[src/common/game_pkg.sv]
package game_pkg;

    // Pixel and address types shared by every phase
    typedef logic [11:0] color_t;    // 4 bits each of R, G, B
    typedef logic [16:0] fb_addr_t;
    typedef logic [8:0]  vga_x_t;
    typedef logic [7:0]  vga_y_t;

    typedef enum logic [1:0] {
        GREETING  = 2'd0,
        PLAYING   = 2'd1,
        GAME_OVER = 2'd2
    } game_state_t;

    // Paint colours
    localparam color_t COLOR_GREETING   = 12'h0F0;
    localparam color_t COLOR_BACKGROUND = 12'h113;
    localparam color_t COLOR_PLAYER     = 12'hFF0;
    localparam color_t COLOR_GAME_OVER  = 12'hF00;

    // Defaults for the screen geometry
    localparam int DEFAULT_SCREEN_W    = 320;
    localparam int DEFAULT_SCREEN_H    = 240;
    localparam int DEFAULT_PLAYER_SIZE = 8;

    // Row-major word address of a pixel
    function automatic fb_addr_t pixel_addr(
        input vga_x_t      x,
        input vga_y_t      y,
        input int unsigned width
    );
        int unsigned linear;
        linear = y * width + x;
        return fb_addr_t'(linear);
    endfunction

endpackage
[src/game_sequencer.sv]
`timescale 1ns/1ps

module game_sequencer #(
    parameter int SCREEN_W    = game_pkg::DEFAULT_SCREEN_W,
    parameter int SCREEN_H    = game_pkg::DEFAULT_SCREEN_H,
    parameter int PLAYER_SIZE = game_pkg::DEFAULT_PLAYER_SIZE
) (
    input  logic               clock,
    input  logic               resetn,
    input  logic               enable,
    input  game_pkg::vga_x_t   player_x,
    input  game_pkg::vga_y_t   player_y,
    output game_pkg::fb_addr_t addr,
    output game_pkg::color_t   data,
    output logic               wren,
    input  game_pkg::color_t   q,
    output game_pkg::vga_x_t   vga_x,
    output game_pkg::vga_y_t   vga_y,
    output game_pkg::color_t   vga_color,
    output logic               plot
);

    game_pkg::game_state_t state, next_state;

    logic e_greeting, e_playing, e_game_over;
    logic f_greeting, f_playing, f_game_over;

    game_pkg::fb_addr_t ad_greeting, ad_playing, ad_game_over;
    game_pkg::color_t   dt_greeting, dt_playing, dt_game_over;
    logic               wr_greeting, wr_playing, wr_game_over;

    // Phase register, moves only when the outside world allows it
    always_ff @(posedge clock) begin
        if (!resetn)
            state <= game_pkg::GREETING;
        else if (enable)
            state <= next_state;
    end

    always_comb begin
        next_state = state;
        case (state)
            game_pkg::GREETING:  if (f_greeting)  next_state = game_pkg::PLAYING;
            game_pkg::PLAYING:   if (f_playing)   next_state = game_pkg::GAME_OVER;
            game_pkg::GAME_OVER: if (f_game_over) next_state = game_pkg::GREETING;
            default:             next_state = game_pkg::GREETING;
        endcase
    end

    assign e_greeting  = (state == game_pkg::GREETING);
    assign e_playing   = (state == game_pkg::PLAYING);
    assign e_game_over = (state == game_pkg::GAME_OVER);

    // Idle phases drive zeros, so a plain OR merges them
    assign addr = ad_greeting | ad_playing | ad_game_over;
    assign data = dt_greeting | dt_playing | dt_game_over;
    assign wren = wr_greeting | wr_playing | wr_game_over;

    screen_fill #(
        .SCREEN_W (SCREEN_W),
        .SCREEN_H (SCREEN_H),
        .COLOR    (game_pkg::COLOR_GREETING)
    ) greeting_fill (
        .clock    (clock),
        .resetn   (resetn),
        .enable   (e_greeting),
        .finished (f_greeting),
        .addr     (ad_greeting),
        .data     (dt_greeting),
        .wren     (wr_greeting)
    );

    frame_sequencer #(
        .SCREEN_W    (SCREEN_W),
        .SCREEN_H    (SCREEN_H),
        .PLAYER_SIZE (PLAYER_SIZE)
    ) i_frame_sequencer (
        .clock     (clock),
        .resetn    (resetn),
        .enable    (e_playing),
        .finished  (f_playing),
        .player_x  (player_x),
        .player_y  (player_y),
        .addr      (ad_playing),
        .data      (dt_playing),
        .wren      (wr_playing),
        .q         (q),
        .vga_x     (vga_x),     // Only the playing phase drives VGA
        .vga_y     (vga_y),
        .vga_color (vga_color),
        .plot      (plot)
    );

    screen_fill #(
        .SCREEN_W (SCREEN_W),
        .SCREEN_H (SCREEN_H),
        .COLOR    (game_pkg::COLOR_GAME_OVER)
    ) game_over_fill (
        .clock    (clock),
        .resetn   (resetn),
        .enable   (e_game_over),
        .finished (f_game_over),
        .addr     (ad_game_over),
        .data     (dt_game_over),
        .wren     (wr_game_over)
    );

endmodule

[src/playing/frame_sequencer.sv]
`timescale 1ns/1ps

module frame_sequencer #(
    parameter int SCREEN_W    = game_pkg::DEFAULT_SCREEN_W,
    parameter int SCREEN_H    = game_pkg::DEFAULT_SCREEN_H,
    parameter int PLAYER_SIZE = game_pkg::DEFAULT_PLAYER_SIZE
) (
    input  logic               clock,
    input  logic               resetn,
    input  logic               enable,
    output logic               finished,
    input  game_pkg::vga_x_t   player_x,
    input  game_pkg::vga_y_t   player_y,
    output game_pkg::fb_addr_t addr,
    output game_pkg::color_t   data,
    output logic               wren,
    input  game_pkg::color_t   q,
    output game_pkg::vga_x_t   vga_x,
    output game_pkg::vga_y_t   vga_y,
    output game_pkg::color_t   vga_color,
    output logic               plot
);

    typedef enum logic [2:0] {
        S_START,
        S_CLEAR,
        S_DRAW,
        S_SCAN,
        S_DONE
    } frame_state_t;

    frame_state_t state, next_state;

    logic f_clear, f_draw, f_scan;

    game_pkg::fb_addr_t ad_clear, ad_draw, ad_scan;
    game_pkg::color_t   dt_clear, dt_draw;
    logic               wr_clear, wr_draw;

    // Falls back to START whenever the phase is released
    always_ff @(posedge clock) begin
        if (!resetn || !enable)
            state <= S_START;
        else
            state <= next_state;
    end

    always_comb begin
        next_state = state;
        case (state)
            S_START: next_state = S_CLEAR;
            S_CLEAR: if (f_clear) next_state = S_DRAW;
            S_DRAW:  if (f_draw)  next_state = S_SCAN;
            S_SCAN:  if (f_scan)  next_state = S_DONE;
            S_DONE:  next_state = S_DONE;    // Wait for the top to move on
            default: next_state = S_START;
        endcase
    end

    assign finished = (state == S_DONE);

    assign addr = ad_clear | ad_draw | ad_scan;
    assign data = dt_clear | dt_draw;
    assign wren = wr_clear | wr_draw;

    screen_fill #(
        .SCREEN_W (SCREEN_W),
        .SCREEN_H (SCREEN_H),
        .COLOR    (game_pkg::COLOR_BACKGROUND)
    ) clear_fill (
        .clock    (clock),
        .resetn   (resetn),
        .enable   (state == S_CLEAR),
        .finished (f_clear),
        .addr     (ad_clear),
        .data     (dt_clear),
        .wren     (wr_clear)
    );

    sprite_fill #(
        .SCREEN_W    (SCREEN_W),
        .SCREEN_H    (SCREEN_H),
        .PLAYER_SIZE (PLAYER_SIZE)
    ) i_sprite_fill (
        .clock    (clock),
        .resetn   (resetn),
        .enable   (state == S_DRAW),
        .finished (f_draw),
        .origin_x (player_x),
        .origin_y (player_y),
        .addr     (ad_draw),
        .data     (dt_draw),
        .wren     (wr_draw)
    );

    scan_out #(
        .SCREEN_W (SCREEN_W),
        .SCREEN_H (SCREEN_H)
    ) i_scan_out (
        .clock     (clock),
        .resetn    (resetn),
        .enable    (state == S_SCAN),
        .finished  (f_scan),
        .addr      (ad_scan),
        .q         (q),
        .vga_x     (vga_x),
        .vga_y     (vga_y),
        .vga_color (vga_color),
        .plot      (plot)
    );

endmodule

[src/playing/scan_out.sv]
`timescale 1ns/1ps

module scan_out #(
    parameter int SCREEN_W = game_pkg::DEFAULT_SCREEN_W,
    parameter int SCREEN_H = game_pkg::DEFAULT_SCREEN_H
) (
    input  logic               clock,
    input  logic               resetn,
    input  logic               enable,
    output logic               finished,
    output game_pkg::fb_addr_t addr,
    input  game_pkg::color_t   q,
    output game_pkg::vga_x_t   vga_x,
    output game_pkg::vga_y_t   vga_y,
    output game_pkg::color_t   vga_color,
    output logic               plot
);

    game_pkg::vga_x_t col;
    game_pkg::vga_y_t row;
    logic             active;       // Issuing read addresses
    logic             last_col;
    logic             last_pixel;

    logic             pipe_valid;   // A read is returning this cycle
    game_pkg::vga_x_t pipe_x;
    game_pkg::vga_y_t pipe_y;

    assign last_col   = (col == game_pkg::vga_x_t'(SCREEN_W - 1));
    assign last_pixel = last_col && (row == game_pkg::vga_y_t'(SCREEN_H - 1));

    always_ff @(posedge clock) begin
        if (!resetn || !enable) begin
            active     <= 1'b0;
            finished   <= 1'b0;
            pipe_valid <= 1'b0;
            col        <= '0;
            row        <= '0;
        end else begin
            pipe_valid <= active;
            if (active) begin
                if (last_pixel) begin
                    active <= 1'b0;
                end else if (last_col) begin
                    col <= '0;
                    row <= row + 1'b1;
                end else begin
                    col <= col + 1'b1;
                end
            end else if (pipe_valid) begin
                finished <= 1'b1;    // Last pixel has just been plotted
            end else if (!finished) begin
                active <= 1'b1;
            end
        end
    end

    // Coordinates follow the address by the RAM read latency
    always_ff @(posedge clock) begin
        pipe_x <= col;
        pipe_y <= row;
    end

    assign addr      = active ? game_pkg::pixel_addr(col, row, SCREEN_W) : '0;
    assign plot      = pipe_valid;
    assign vga_x     = pipe_valid ? pipe_x : '0;
    assign vga_y     = pipe_valid ? pipe_y : '0;
    assign vga_color = pipe_valid ? q : '0;

endmodule

[src/playing/sprite_fill.sv]
`timescale 1ns/1ps

module sprite_fill #(
    parameter int SCREEN_W    = game_pkg::DEFAULT_SCREEN_W,
    parameter int SCREEN_H    = game_pkg::DEFAULT_SCREEN_H,
    parameter int PLAYER_SIZE = game_pkg::DEFAULT_PLAYER_SIZE
) (
    input  logic               clock,
    input  logic               resetn,
    input  logic               enable,
    output logic               finished,
    input  game_pkg::vga_x_t   origin_x,
    input  game_pkg::vga_y_t   origin_y,
    output game_pkg::fb_addr_t addr,
    output game_pkg::color_t   data,
    output logic               wren
);

    localparam int OFS_W = $clog2(PLAYER_SIZE + 1);
    localparam int XW    = $bits(game_pkg::vga_x_t) + 1;    // One spare bit for overflow
    localparam int YW    = $bits(game_pkg::vga_y_t) + 1;

    game_pkg::vga_x_t ox;
    game_pkg::vga_y_t oy;
    logic [OFS_W-1:0] dx, dy;
    logic             active;
    logic             last_dx;
    logic [XW-1:0]    px;
    logic [YW-1:0]    py;
    logic             on_screen;

    assign last_dx   = (dx == OFS_W'(PLAYER_SIZE - 1));
    assign px        = XW'(ox) + XW'(dx);
    assign py        = YW'(oy) + YW'(dy);
    assign on_screen = (px < SCREEN_W) && (py < SCREEN_H);

    // Origin sampled once, on the first enabled cycle
    always_ff @(posedge clock) begin
        if (enable && !active && !finished) begin
            ox <= origin_x;
            oy <= origin_y;
        end
    end

    always_ff @(posedge clock) begin
        if (!resetn || !enable) begin
            active   <= 1'b0;
            finished <= 1'b0;
            dx       <= '0;
            dy       <= '0;
        end else if (active) begin
            if (last_dx && dy == OFS_W'(PLAYER_SIZE - 1)) begin
                active   <= 1'b0;
                finished <= 1'b1;
            end else if (last_dx) begin
                dx <= '0;
                dy <= dy + 1'b1;
            end else begin
                dx <= dx + 1'b1;
            end
        end else if (!finished) begin
            active <= 1'b1;
        end
    end

    // Off-screen pixels still spend their cycle, just without a write
    assign wren = active && on_screen;
    assign addr = wren ? game_pkg::pixel_addr(game_pkg::vga_x_t'(px), game_pkg::vga_y_t'(py),
                                              SCREEN_W) : '0;
    assign data = wren ? game_pkg::COLOR_PLAYER : '0;

endmodule

[src/screen_fill.sv]
`timescale 1ns/1ps

module screen_fill #(
    parameter int               SCREEN_W = game_pkg::DEFAULT_SCREEN_W,
    parameter int               SCREEN_H = game_pkg::DEFAULT_SCREEN_H,
    parameter game_pkg::color_t COLOR    = game_pkg::COLOR_BACKGROUND
) (
    input  logic               clock,
    input  logic               resetn,
    input  logic               enable,
    output logic               finished,
    output game_pkg::fb_addr_t addr,
    output game_pkg::color_t   data,
    output logic               wren
);

    game_pkg::vga_x_t col;
    game_pkg::vga_y_t row;
    logic             active;    // Walking the screen
    logic             last_col;
    logic             last_pixel;

    assign last_col   = (col == game_pkg::vga_x_t'(SCREEN_W - 1));
    assign last_pixel = last_col && (row == game_pkg::vga_y_t'(SCREEN_H - 1));

    always_ff @(posedge clock) begin
        if (!resetn || !enable) begin
            active   <= 1'b0;
            finished <= 1'b0;
            col      <= '0;
            row      <= '0;
        end else if (active) begin
            if (last_pixel) begin
                active   <= 1'b0;
                finished <= 1'b1;    // Held until enable drops
            end else if (last_col) begin
                col <= '0;
                row <= row + 1'b1;
            end else begin
                col <= col + 1'b1;
            end
        end else if (!finished) begin
            // First enabled cycle only arms the walk
            active <= 1'b1;
        end
    end

    assign wren = active;
    assign addr = active ? game_pkg::pixel_addr(col, row, SCREEN_W) : '0;
    assign data = active ? COLOR : '0;

endmodule

[config.mk]
export PLATFORM = sky130hd
export DESIGN_NAME = game_sequencer
export DESIGN_NICKNAME = d
export VERILOG_FILES = /design/src/common/game_pkg.sv /design/src/game_sequencer.sv /design/src/playing/frame_sequencer.sv /design/src/playing/scan_out.sv /design/src/playing/sprite_fill.sv /design/src/screen_fill.sv
export SDC_FILE = /design/constraint.sdc
export NUM_CORES = 1
export LEC_CHECK = 0
export BUFFER_PORTS_ARGS = -buffer_cell sky130_fd_sc_hd__buf_2
export CORE_ASPECT_RATIO = 1.4
export CORE_MARGIN = 2
export CORE_UTILIZATION = 35
export DETAILED_ROUTE_END_ITERATION = 7
export PLACE_DENSITY_LB_ADDON = 0.25
export REMOVE_ABC_BUFFERS = 1
export SYNTH_ARGS = -nofsm -noshare
export SYNTH_HDL_FRONTEND = slang
export SYNTH_HIERARCHICAL = 1
export SYNTH_SLANG_ARGS = --single-unit
[constraint.sdc]
create_clock -name clock -period 7.4 [get_ports clock]
set_input_delay 1.85 -clock clock [delete_from_list [all_inputs] [get_ports clock]]
set_output_delay 1.85 -clock clock [all_outputs]
set_load 0.02 [all_outputs]
==> flow_summary_export.csv, run 1 <==
group,metric,value,unit
outcome,status,"complete, no violations",
synth,syn_inst,1191,
setup_path,slowest_stage,"fa_1",
run,drv_cap,0,
floorplan,die-area,30400,um2
synth,ys.flop_type,"dfxtp_1",
synth,syn_area,10100,um2
place,place_inst,1601,
sta,finalSetupTns,0,ns
setup_path,critical_path.startpoint_type,"flop",
layout,fin_util,0.392,
setup_path,crit_path_end_kind,"primary output",
layout,drive_gt1_frac,0.141,
sta,fin_crit_sh,0.903,
sta,fmax,0.150,GHz
pwr,p_leak,0.00473,uW
floorplan,start_util,0.356,
layout,area_delta_synth_final,10.3,%
sta,drv_slew,0,
floorplan,io_pins,92,
routing,drcViolationCount,0,
clock_network,cts_resized,0,
setup_path,critPathArrivalTime,4.84,ns
global_routing,grt_max_degree,33,
synth,yosysWarnings,6,
place,gp_congestion,0.813,
global_routing,antenna_found_initial,0,
synth,synth-seq-area-share,0.266,
routing,wl_per_cell,14.6,um
place,dp_slack,1.19,ns
sta,setup_ws,0.714,ns
synth,synth_area_per_cell,8.51,um2
setup_path,required,5.55,ns
global_routing,grt_pass1_wl,39500,um
global_routing,grt_pass1_vias,8021,
pwr,ir_worst_vdd,0.153,mV
setup_path,crit_fanout,4,
global_routing,overflow,0,
synth,async_reset_ff_frac,0,
floorplan,coreArea,28500,um2
setup_path,critPathMaxStageDelay,0.44,ns
routing,num_vias,8280,
routing,drt_iter0_markers,321,
clock_network,cts_tree,"done",
layout,diodes,0,
pwr,power.density,140,nW/um2
clock_network,root_buffer,"clkbuf_16",
clock_network,worstSkewPairLatency,0.44,ns
routing,viasPerCell,5.07,
place,io_buffers,89,
sta,fin_worst_skew,0.0125,ns
clock_network,cts-htree-levels,4,
setup_path,r2r_cells,5,
place,dp.final_hpwl,18600,um
routing,routed_wl,23800,um
floorplan,fp.dieH,205,um
setup_path,critPathKind,"reg -> out",
clock_network,clk_pin_slew,0.07,ns
sta,finalSetupViolCount,0,
global_routing,grt_usage,0.162,
routing,ant_nets,0,
floorplan,die_w,148,um
synth,ys_ff_latch,126,
sta,grt_setup_unrepaired,"no",
clock_network,cts_sinks,126,
clock_network,clock_path_buffers,2,
hold_path,hold_depth,0,
floorplan,rows,73,
clock_network,ctsHoldBuffers,0,
sta,slew-limit-headroom,0.371,
hold_path,hp-class,"reg -> reg",
synth,synth_edf_count,17,
sta,period_minus_slack,6.69,ns
layout,fin_nets,1380,
clock_network,cts_buffers,17,
routing,firstDrtPassIters,4,
sta,worstMarginPinSlew,0.942,ns
layout,instances_no_fill,1633,
sta,hold_viol_final,0,
synth,synth.distinct_cells,75,
clock_network,post_cts_buffers,0,
setup_path,worstPathCellList,"ha_1 > fa_1 > a21o_1 > a21oi_2 > xnor2_1 > ha_1 > inv_1 > fa_1 > xor2_1 > nor4_1 > nand3_1 > xnor2_1 > nor2_1 > or3_1 > or3_1 > buf_2",
kinds of logic (layout without fill, tap and decap cells):
kind of cell    count (synthesis)  count (layout)  synth area share
simple gates                  524             524             0.289
compound gates                199             199             0.136
flops                         126             126             0.266
buf+inv                       115             158            0.0672
xor+xnor                      110             110            0.0951
fa+ha+maj                     103             103             0.136
mux                            10              10            0.0102
other cells                     4              28           0.00148
layer usage:
layer | wire length (um) | track usage
met5 | 0 | 0
met4 | 288 | 0.0483
met3 | 643 | 0.0277
met2 | 12600 | 0.303
met1 | 10300 | 0.188
layout make-up:
type	count	area, um2
tap	375	469
timing repair buffer	90	453
inverter	36	135
clock buffer	19	433
fill	2933	17300
sequential	126	2690
clock inverter	13	139
multi-input combinational	974	6860
placed cells by master (no fill, tap or decap), types with 28 or more instances in the layout:
master	n
nor2_1	129
dfxtp_1	109
ha_1	91
buf_2	89
and2_1	78
or3_1	60
a21oi_1	59
xnor2_1	59
nand2_1	58
xor2_1	51
inv_1	33
nand4_1	33
conb_1	28
worst paths after layout:
path	start	endpoint	slack (ns)
setup / recovery	i_frame_sequencer/i_sprite_fill/oy[0]$_DFFE_PP_	addr[14]	0.71
hold / removal	i_frame_sequencer/i_scan_out/col[1]$_SDFFE_PP0P_	i_frame_sequencer/i_scan_out/pipe_x[1]$_DFF_P_	0.41
setup reg to reg	game_over_fill/wren$_SDFF_PP0_	game_over_fill/row[7]$_SDFFE_PP0P_	4.94
hold reg to reg	i_frame_sequencer/i_scan_out/col[1]$_SDFFE_PP0P_	i_frame_sequencer/i_scan_out/pipe_x[1]$_DFF_P_	0.41
flip-flops by register name, summed over array words and instances (netlist names), 2 cells and up:
signal	cells
i_frame_sequencer/i_sprite_fill/ox	9
i_frame_sequencer/state	3
i_frame_sequencer/i_scan_out/pipe_y	8
i_frame_sequencer/clear_fill/col	9
i_frame_sequencer/i_sprite_fill/oy	8
i_frame_sequencer/clear_fill/row	8
greeting_fill/col	9
i_frame_sequencer/i_sprite_fill/dx	4
i_frame_sequencer/i_scan_out/pipe_x	9
i_frame_sequencer/i_scan_out/col	9
greeting_fill/row	8
game_over_fill/col	9
game_over_fill/row	8
state	2
i_frame_sequencer/i_scan_out/row	8
i_frame_sequencer/i_sprite_fill/dy	4
synth_stat cells, types with 7 or more instances:
library cell | number | share of area
nand2_1 | 58 | 0.021
nand3_1 | 18 | 0.0089
nor4_1 | 8 | 0.0049
dfxtp_1 | 109 | 0.22
nor3b_1 | 12 | 0.0089
nand4_1 | 33 | 0.020
nor3_1 | 24 | 0.012
clkbuf_1 | 21 | 0.0078
mux2i_1 | 7 | 0.0069
o21ai_0 | 24 | 0.012
nor2b_1 | 19 | 0.012
and2_1 | 78 | 0.048
xnor2_1 | 59 | 0.051
edfxtp_1 | 17 | 0.050
nor2_1 | 129 | 0.048
a21oi_1 | 59 | 0.029
and3_1 | 9 | 0.0056
o2111ai_1 | 7 | 0.0060
inv_1 | 33 | 0.012
a211o_1 | 7 | 0.0060
a211oi_1 | 15 | 0.011
or2_2 | 21 | 0.013
o211ai_1 | 10 | 0.0074
nand2b_1 | 14 | 0.0086
or3_1 | 60 | 0.037
a21o_1 | 20 | 0.015
buf_6 | 9 | 0.010
buf_4 | 48 | 0.036
ha_1 | 91 | 0.11
fa_1 | 12 | 0.024
xor2_1 | 51 | 0.044
power breakdown:
group	leakage [uW]	internal (uW)	total, uW	switching [uW]
Combinational	0.00342	14.1	31.9	17.8
Sequential	0.00103	694	698	3.92
Clock	0.000274	497	832	336
worst max-delay path: cells and delay by family (launching register included):
family	cells	cell delay, ns
adder cells (fa/ha/maj)	4	1.43
buffers and inverters	2	0.22
flip-flops	1	0.38
XOR/XNOR	3	0.48
AO/OA/AOI/OAI	2	0.39
AND/OR/NAND/NOR	5	1.48
stage by stage:
stage               instance area (um2)  power [uW]  hold WS [ns]
floorplan                          9680         728         0.363
global placement                  10600         745         0.409
detailed placement                10600         745         0.412
CTS                               11200        1580         0.417
global route                      11200        1620         0.426
finish                            11200        1560         0.406
Power figures use the tool's default switching activity.
==> inputs of run 2 (changes only) <==
ABC_CLOCK_PERIOD_IN_PS = 7400   (was default)
CORE_MARGIN = default   (was 2)
SYNTH_HIERARCHICAL = default   (was 1)
==> flow_summary_export.csv, run 2 <==
group,metric,value,unit
routing,viasPerCell,5.20,
clock_network,cts_buffers,17,
setup_path,critPathTopFamily,"compound AO/OA/AOI/OAI gates",
setup_path,cp_num_buf_inv,2,
sta,drv_slew,0,
floorplan,die_w,137,um
layout,area_delta_synth_final,14.2,%
pwr,power.density,151,nW/um2
synth,ys_ff_latch,126,
floorplan,start_util,0.360,
setup_path,critPathKind,"reg -> out",
routing,ant_nets,0,
clock_network,cts-htree-levels,4,
setup_path,critical_path.startpoint_type,"flop",
layout,fin_nets,1233,
synth,yosysTopAreaCell,"dfxtp_1",
floorplan,coreArea,24800,um2
sta,worstMarginPinSlew,1.01,ns
global_routing,grt_pass1_wl,34900,um
routing,drcViolationCount,0,
global_routing,antenna_found_initial,0,
sta,period_minus_slack,6.38,ns
synth,synth_top_area_frac,0.244,
hold_path,whs_endpoint,"i_frame_sequencer.i_scan_out.pipe_y[3]$_DFF_P_",
synth,syn_area,8940,um2
synth,async_reset_ff_frac,0,
synth,synth-seq-area-share,0.301,
synth,synth_area_per_cell,8.79,um2
sta,fin_worst_skew,0.0127,ns
floorplan,die-area,26200,um2
routing,routed_wl,21500,um
layout,fillers,2519,
place,dp_slack,1.43,ns
place,detailed_place.area,9640,um2
setup_path,r2r_cells,6,
clock_network,clk_pin_slew,0.07,ns
global_routing,grt_pass1_vias,7174,
routing,wl_per_cell,15.1,um
sta,fmax,0.157,GHz
sta,setup_ws,1.02,ns
layout,mostFrequentLayoutCell,"nor2_1",
routing,firstDrtPassIters,4,
sta,finalSetupViolCount,0,
setup_path,r2r_slack,4.99,ns
layout,diodes,0,
synth,synth_edf_count,17,
outcome,status,"complete, no violations",
sta,finalSetupTns,0,ns
pwr,p_leak,0.00433,uW
hold_path,hp-class,"reg -> reg",
setup_path,required,5.55,ns
setup_path,crit_path_end_kind,"primary output",
floorplan,fp.dieH,191,um
setup_path,slowest_stage,"fa_1",
layout,drive_gt1_frac,0.138,
clock_network,clock_path_buffers,2,
synth,synthTopCellsByCount,"129 x nor2_1, 109 x dfxtp_1, 90 x ha_1",
synth,yosysWarnings,0,
sta,slew-limit-headroom,0.324,
setup_path,worstPathCellList,"ha_1 > fa_1 > a21o_1 > a21oi_1 > xnor2_1 > and2_1 > or2_2 > inv_1 > ha_1 > a211oi_1 > nor2_1 > xor2_1 > nand3_1 > o22ai_1 > a221oi_1 > o31ai_1 > buf_2",
routing,num_vias,7423,
setup_path,critPathMaxStageDelay,0.42,ns
clock_network,cts_sinks,126,
clock_network,root_buffer,"clkbuf_16",
global_routing,grt_max_degree,33,
synth,synthTopCellsByArea,"dfxtp_1 24%, ha_1 13%, xor2_1 7.0%, edfxtp_1 5.7%, nor2_1 5.4%",
synth,ys.flop_type,"dfxtp_1",
sta,hold_viol_final,0,
layout,layout_common_cells,"129 x nor2_1, 109 x dfxtp_1, 90 x ha_1",
clock_network,cts_resized,0,
clock_network,ctsHoldBuffers,0,
global_routing,overflow,0,
synth,synth.distinct_cells,82,
clock_network,worstSkewPairLatency,0.43,ns
layout,stdcell_area,10200,um2
global_routing,grt_usage,0.171,
place,dp.final_hpwl,17100,um
place,gp_congestion,0.823,
hold_path,hold_depth,0,
setup_path,path_common_cell,"ha_1",
pwr,ir_worst_vdd,0.159,mV
clock_network,post_cts_buffers,0,
synth,syn_inst,1018,
synth,yosysMostFrequentCell,"nor2_1",
floorplan,io_pins,92,
setup_path,crit_fanout,4,
setup_path,r2r-end,"greeting_fill.row[7]$_SDFFE_PP0P_",
routing,drt_iter0_markers,234,
sta,grt_setup_unrepaired,"no",
sta,fin_crit_sh,0.862,
floorplan,rows,68,
run,drv_cap,0,
setup_path,crit-reg2reg-launch,"greeting_fill.wren$_SDFF_PP0_",
clock_network,cts_tree,"done",
sta,hold_slack,0.446,ns
setup_path,critPathArrivalTime,4.53,ns
hold_path,hp-start,"i_frame_sequencer.i_scan_out.row[3]$_SDFFE_PP0P_",
place,io_buffers,89,
==> run 2: cell count changes after synthesis, moves of 12 or more <==
cell | previous run | this run
or3_1 | 60 | 6
and2_1 | 78 | 37
buf_4 | 48 | 8
a21oi_1 | 59 | 35
xor2_1 | 51 | 71
nand3_1 | 18 | 32
inv_1 | 33 | 45
or2_2 | 21 | 9
==> run 2: worst max-delay path by stage <==
stage,cells after the start,endpoint,slack (ns),startpoint
2_1_floorplan,15,addr[16],1.58,i_frame_sequencer.i_sprite_fill.oy[0]$_DFFE_PP_
3_3_place_gp,16,addr[16],1.53,i_frame_sequencer.i_sprite_fill.oy[0]$_DFFE_PP_
3_5_place_dp,17,addr[15],1.43,i_frame_sequencer.i_sprite_fill.oy[0]$_DFFE_PP_
4_1_cts,17,addr[15],0.97,i_frame_sequencer.i_sprite_fill.oy[0]$_DFFE_PP_
5_1_grt,17,addr[15],0.62,i_frame_sequencer.i_sprite_fill.oy[0]$_DFFE_PP_
6_report,17,addr[16],1.02,i_frame_sequencer.i_sprite_fill.oy[0]$_DFFE_PP_
==> run 2: kinds of logic (layout without fill, tap and decap cells) <==
group / count (synthesis) / count (layout) / share of synthesized area
fa+ha+maj: 102 / 102 / 0.153
compound gates: 192 / 192 / 0.152
flops: 126 / 126 / 0.301
other cells: 1 / 2 / 0.000419
buf+inv: 77 / 170 / 0.0397
mux: 8 / 8 / 0.00895
xor+xnor: 124 / 124 / 0.121
simple gates: 388 / 388 / 0.224
==> run 2: area by class of cell <==
class	instances	area, um2	area share
Clock inverter	15	148	0.0145
Inverter	45	169	0.0165
Tap cell	315	394	0.0386
Timing Repair Buffer	93	475	0.0465
Multi-Input combinational cell	816	5910	0.579
Clock buffer	17	425	0.0416
Sequential cell	126	2690	0.264
==> run 2: metrics by stage <==
| stage | cells | util | total power [uW] |
|---|---|---|---|
| 2_1_floorplan | 987 | - | 721 |
| 5_1_grt | 1427 | 0.411 | 1590 |
| 6_report | 1427 | 0.411 | 1540 |
| 3_3_place_gp | 1395 | 0.388 | 734 |
| 3_5_place_dp | 1395 | 0.388 | 735 |
| 4_1_cts | 1427 | 0.411 | 1560 |
==> run 2: report_power, final <==
part | leakage [uW] | switching, uW | internal (uW)
Combinational | 0.00301 | 12.2 | 9.95
Clock | 0.000288 | 350 | 473
Sequential | 0.00103 | 3.11 | 694
Total | 0.00433 | 365 | 1180
==> run 2: routing by layer <==
layer / vias to the layer above / track usage / share of wire
met5: - / 0 / 0
met4: 0 / 0.0765 / 0.032
met3: 40 / 0.0339 / 0.039
met2: 155 / 0.314 / 0.52
met1: 3440 / 0.187 / 0.41
li1: 3788 / - / -
==> run 2: worst register-to-register path: cells and delay by family (launching register included) <==
family	cells	cell delay (ns)
simple gates	4	0.90
buf+inv	1	0.39
xor+xnor	1	0.15
flops	1	0.83
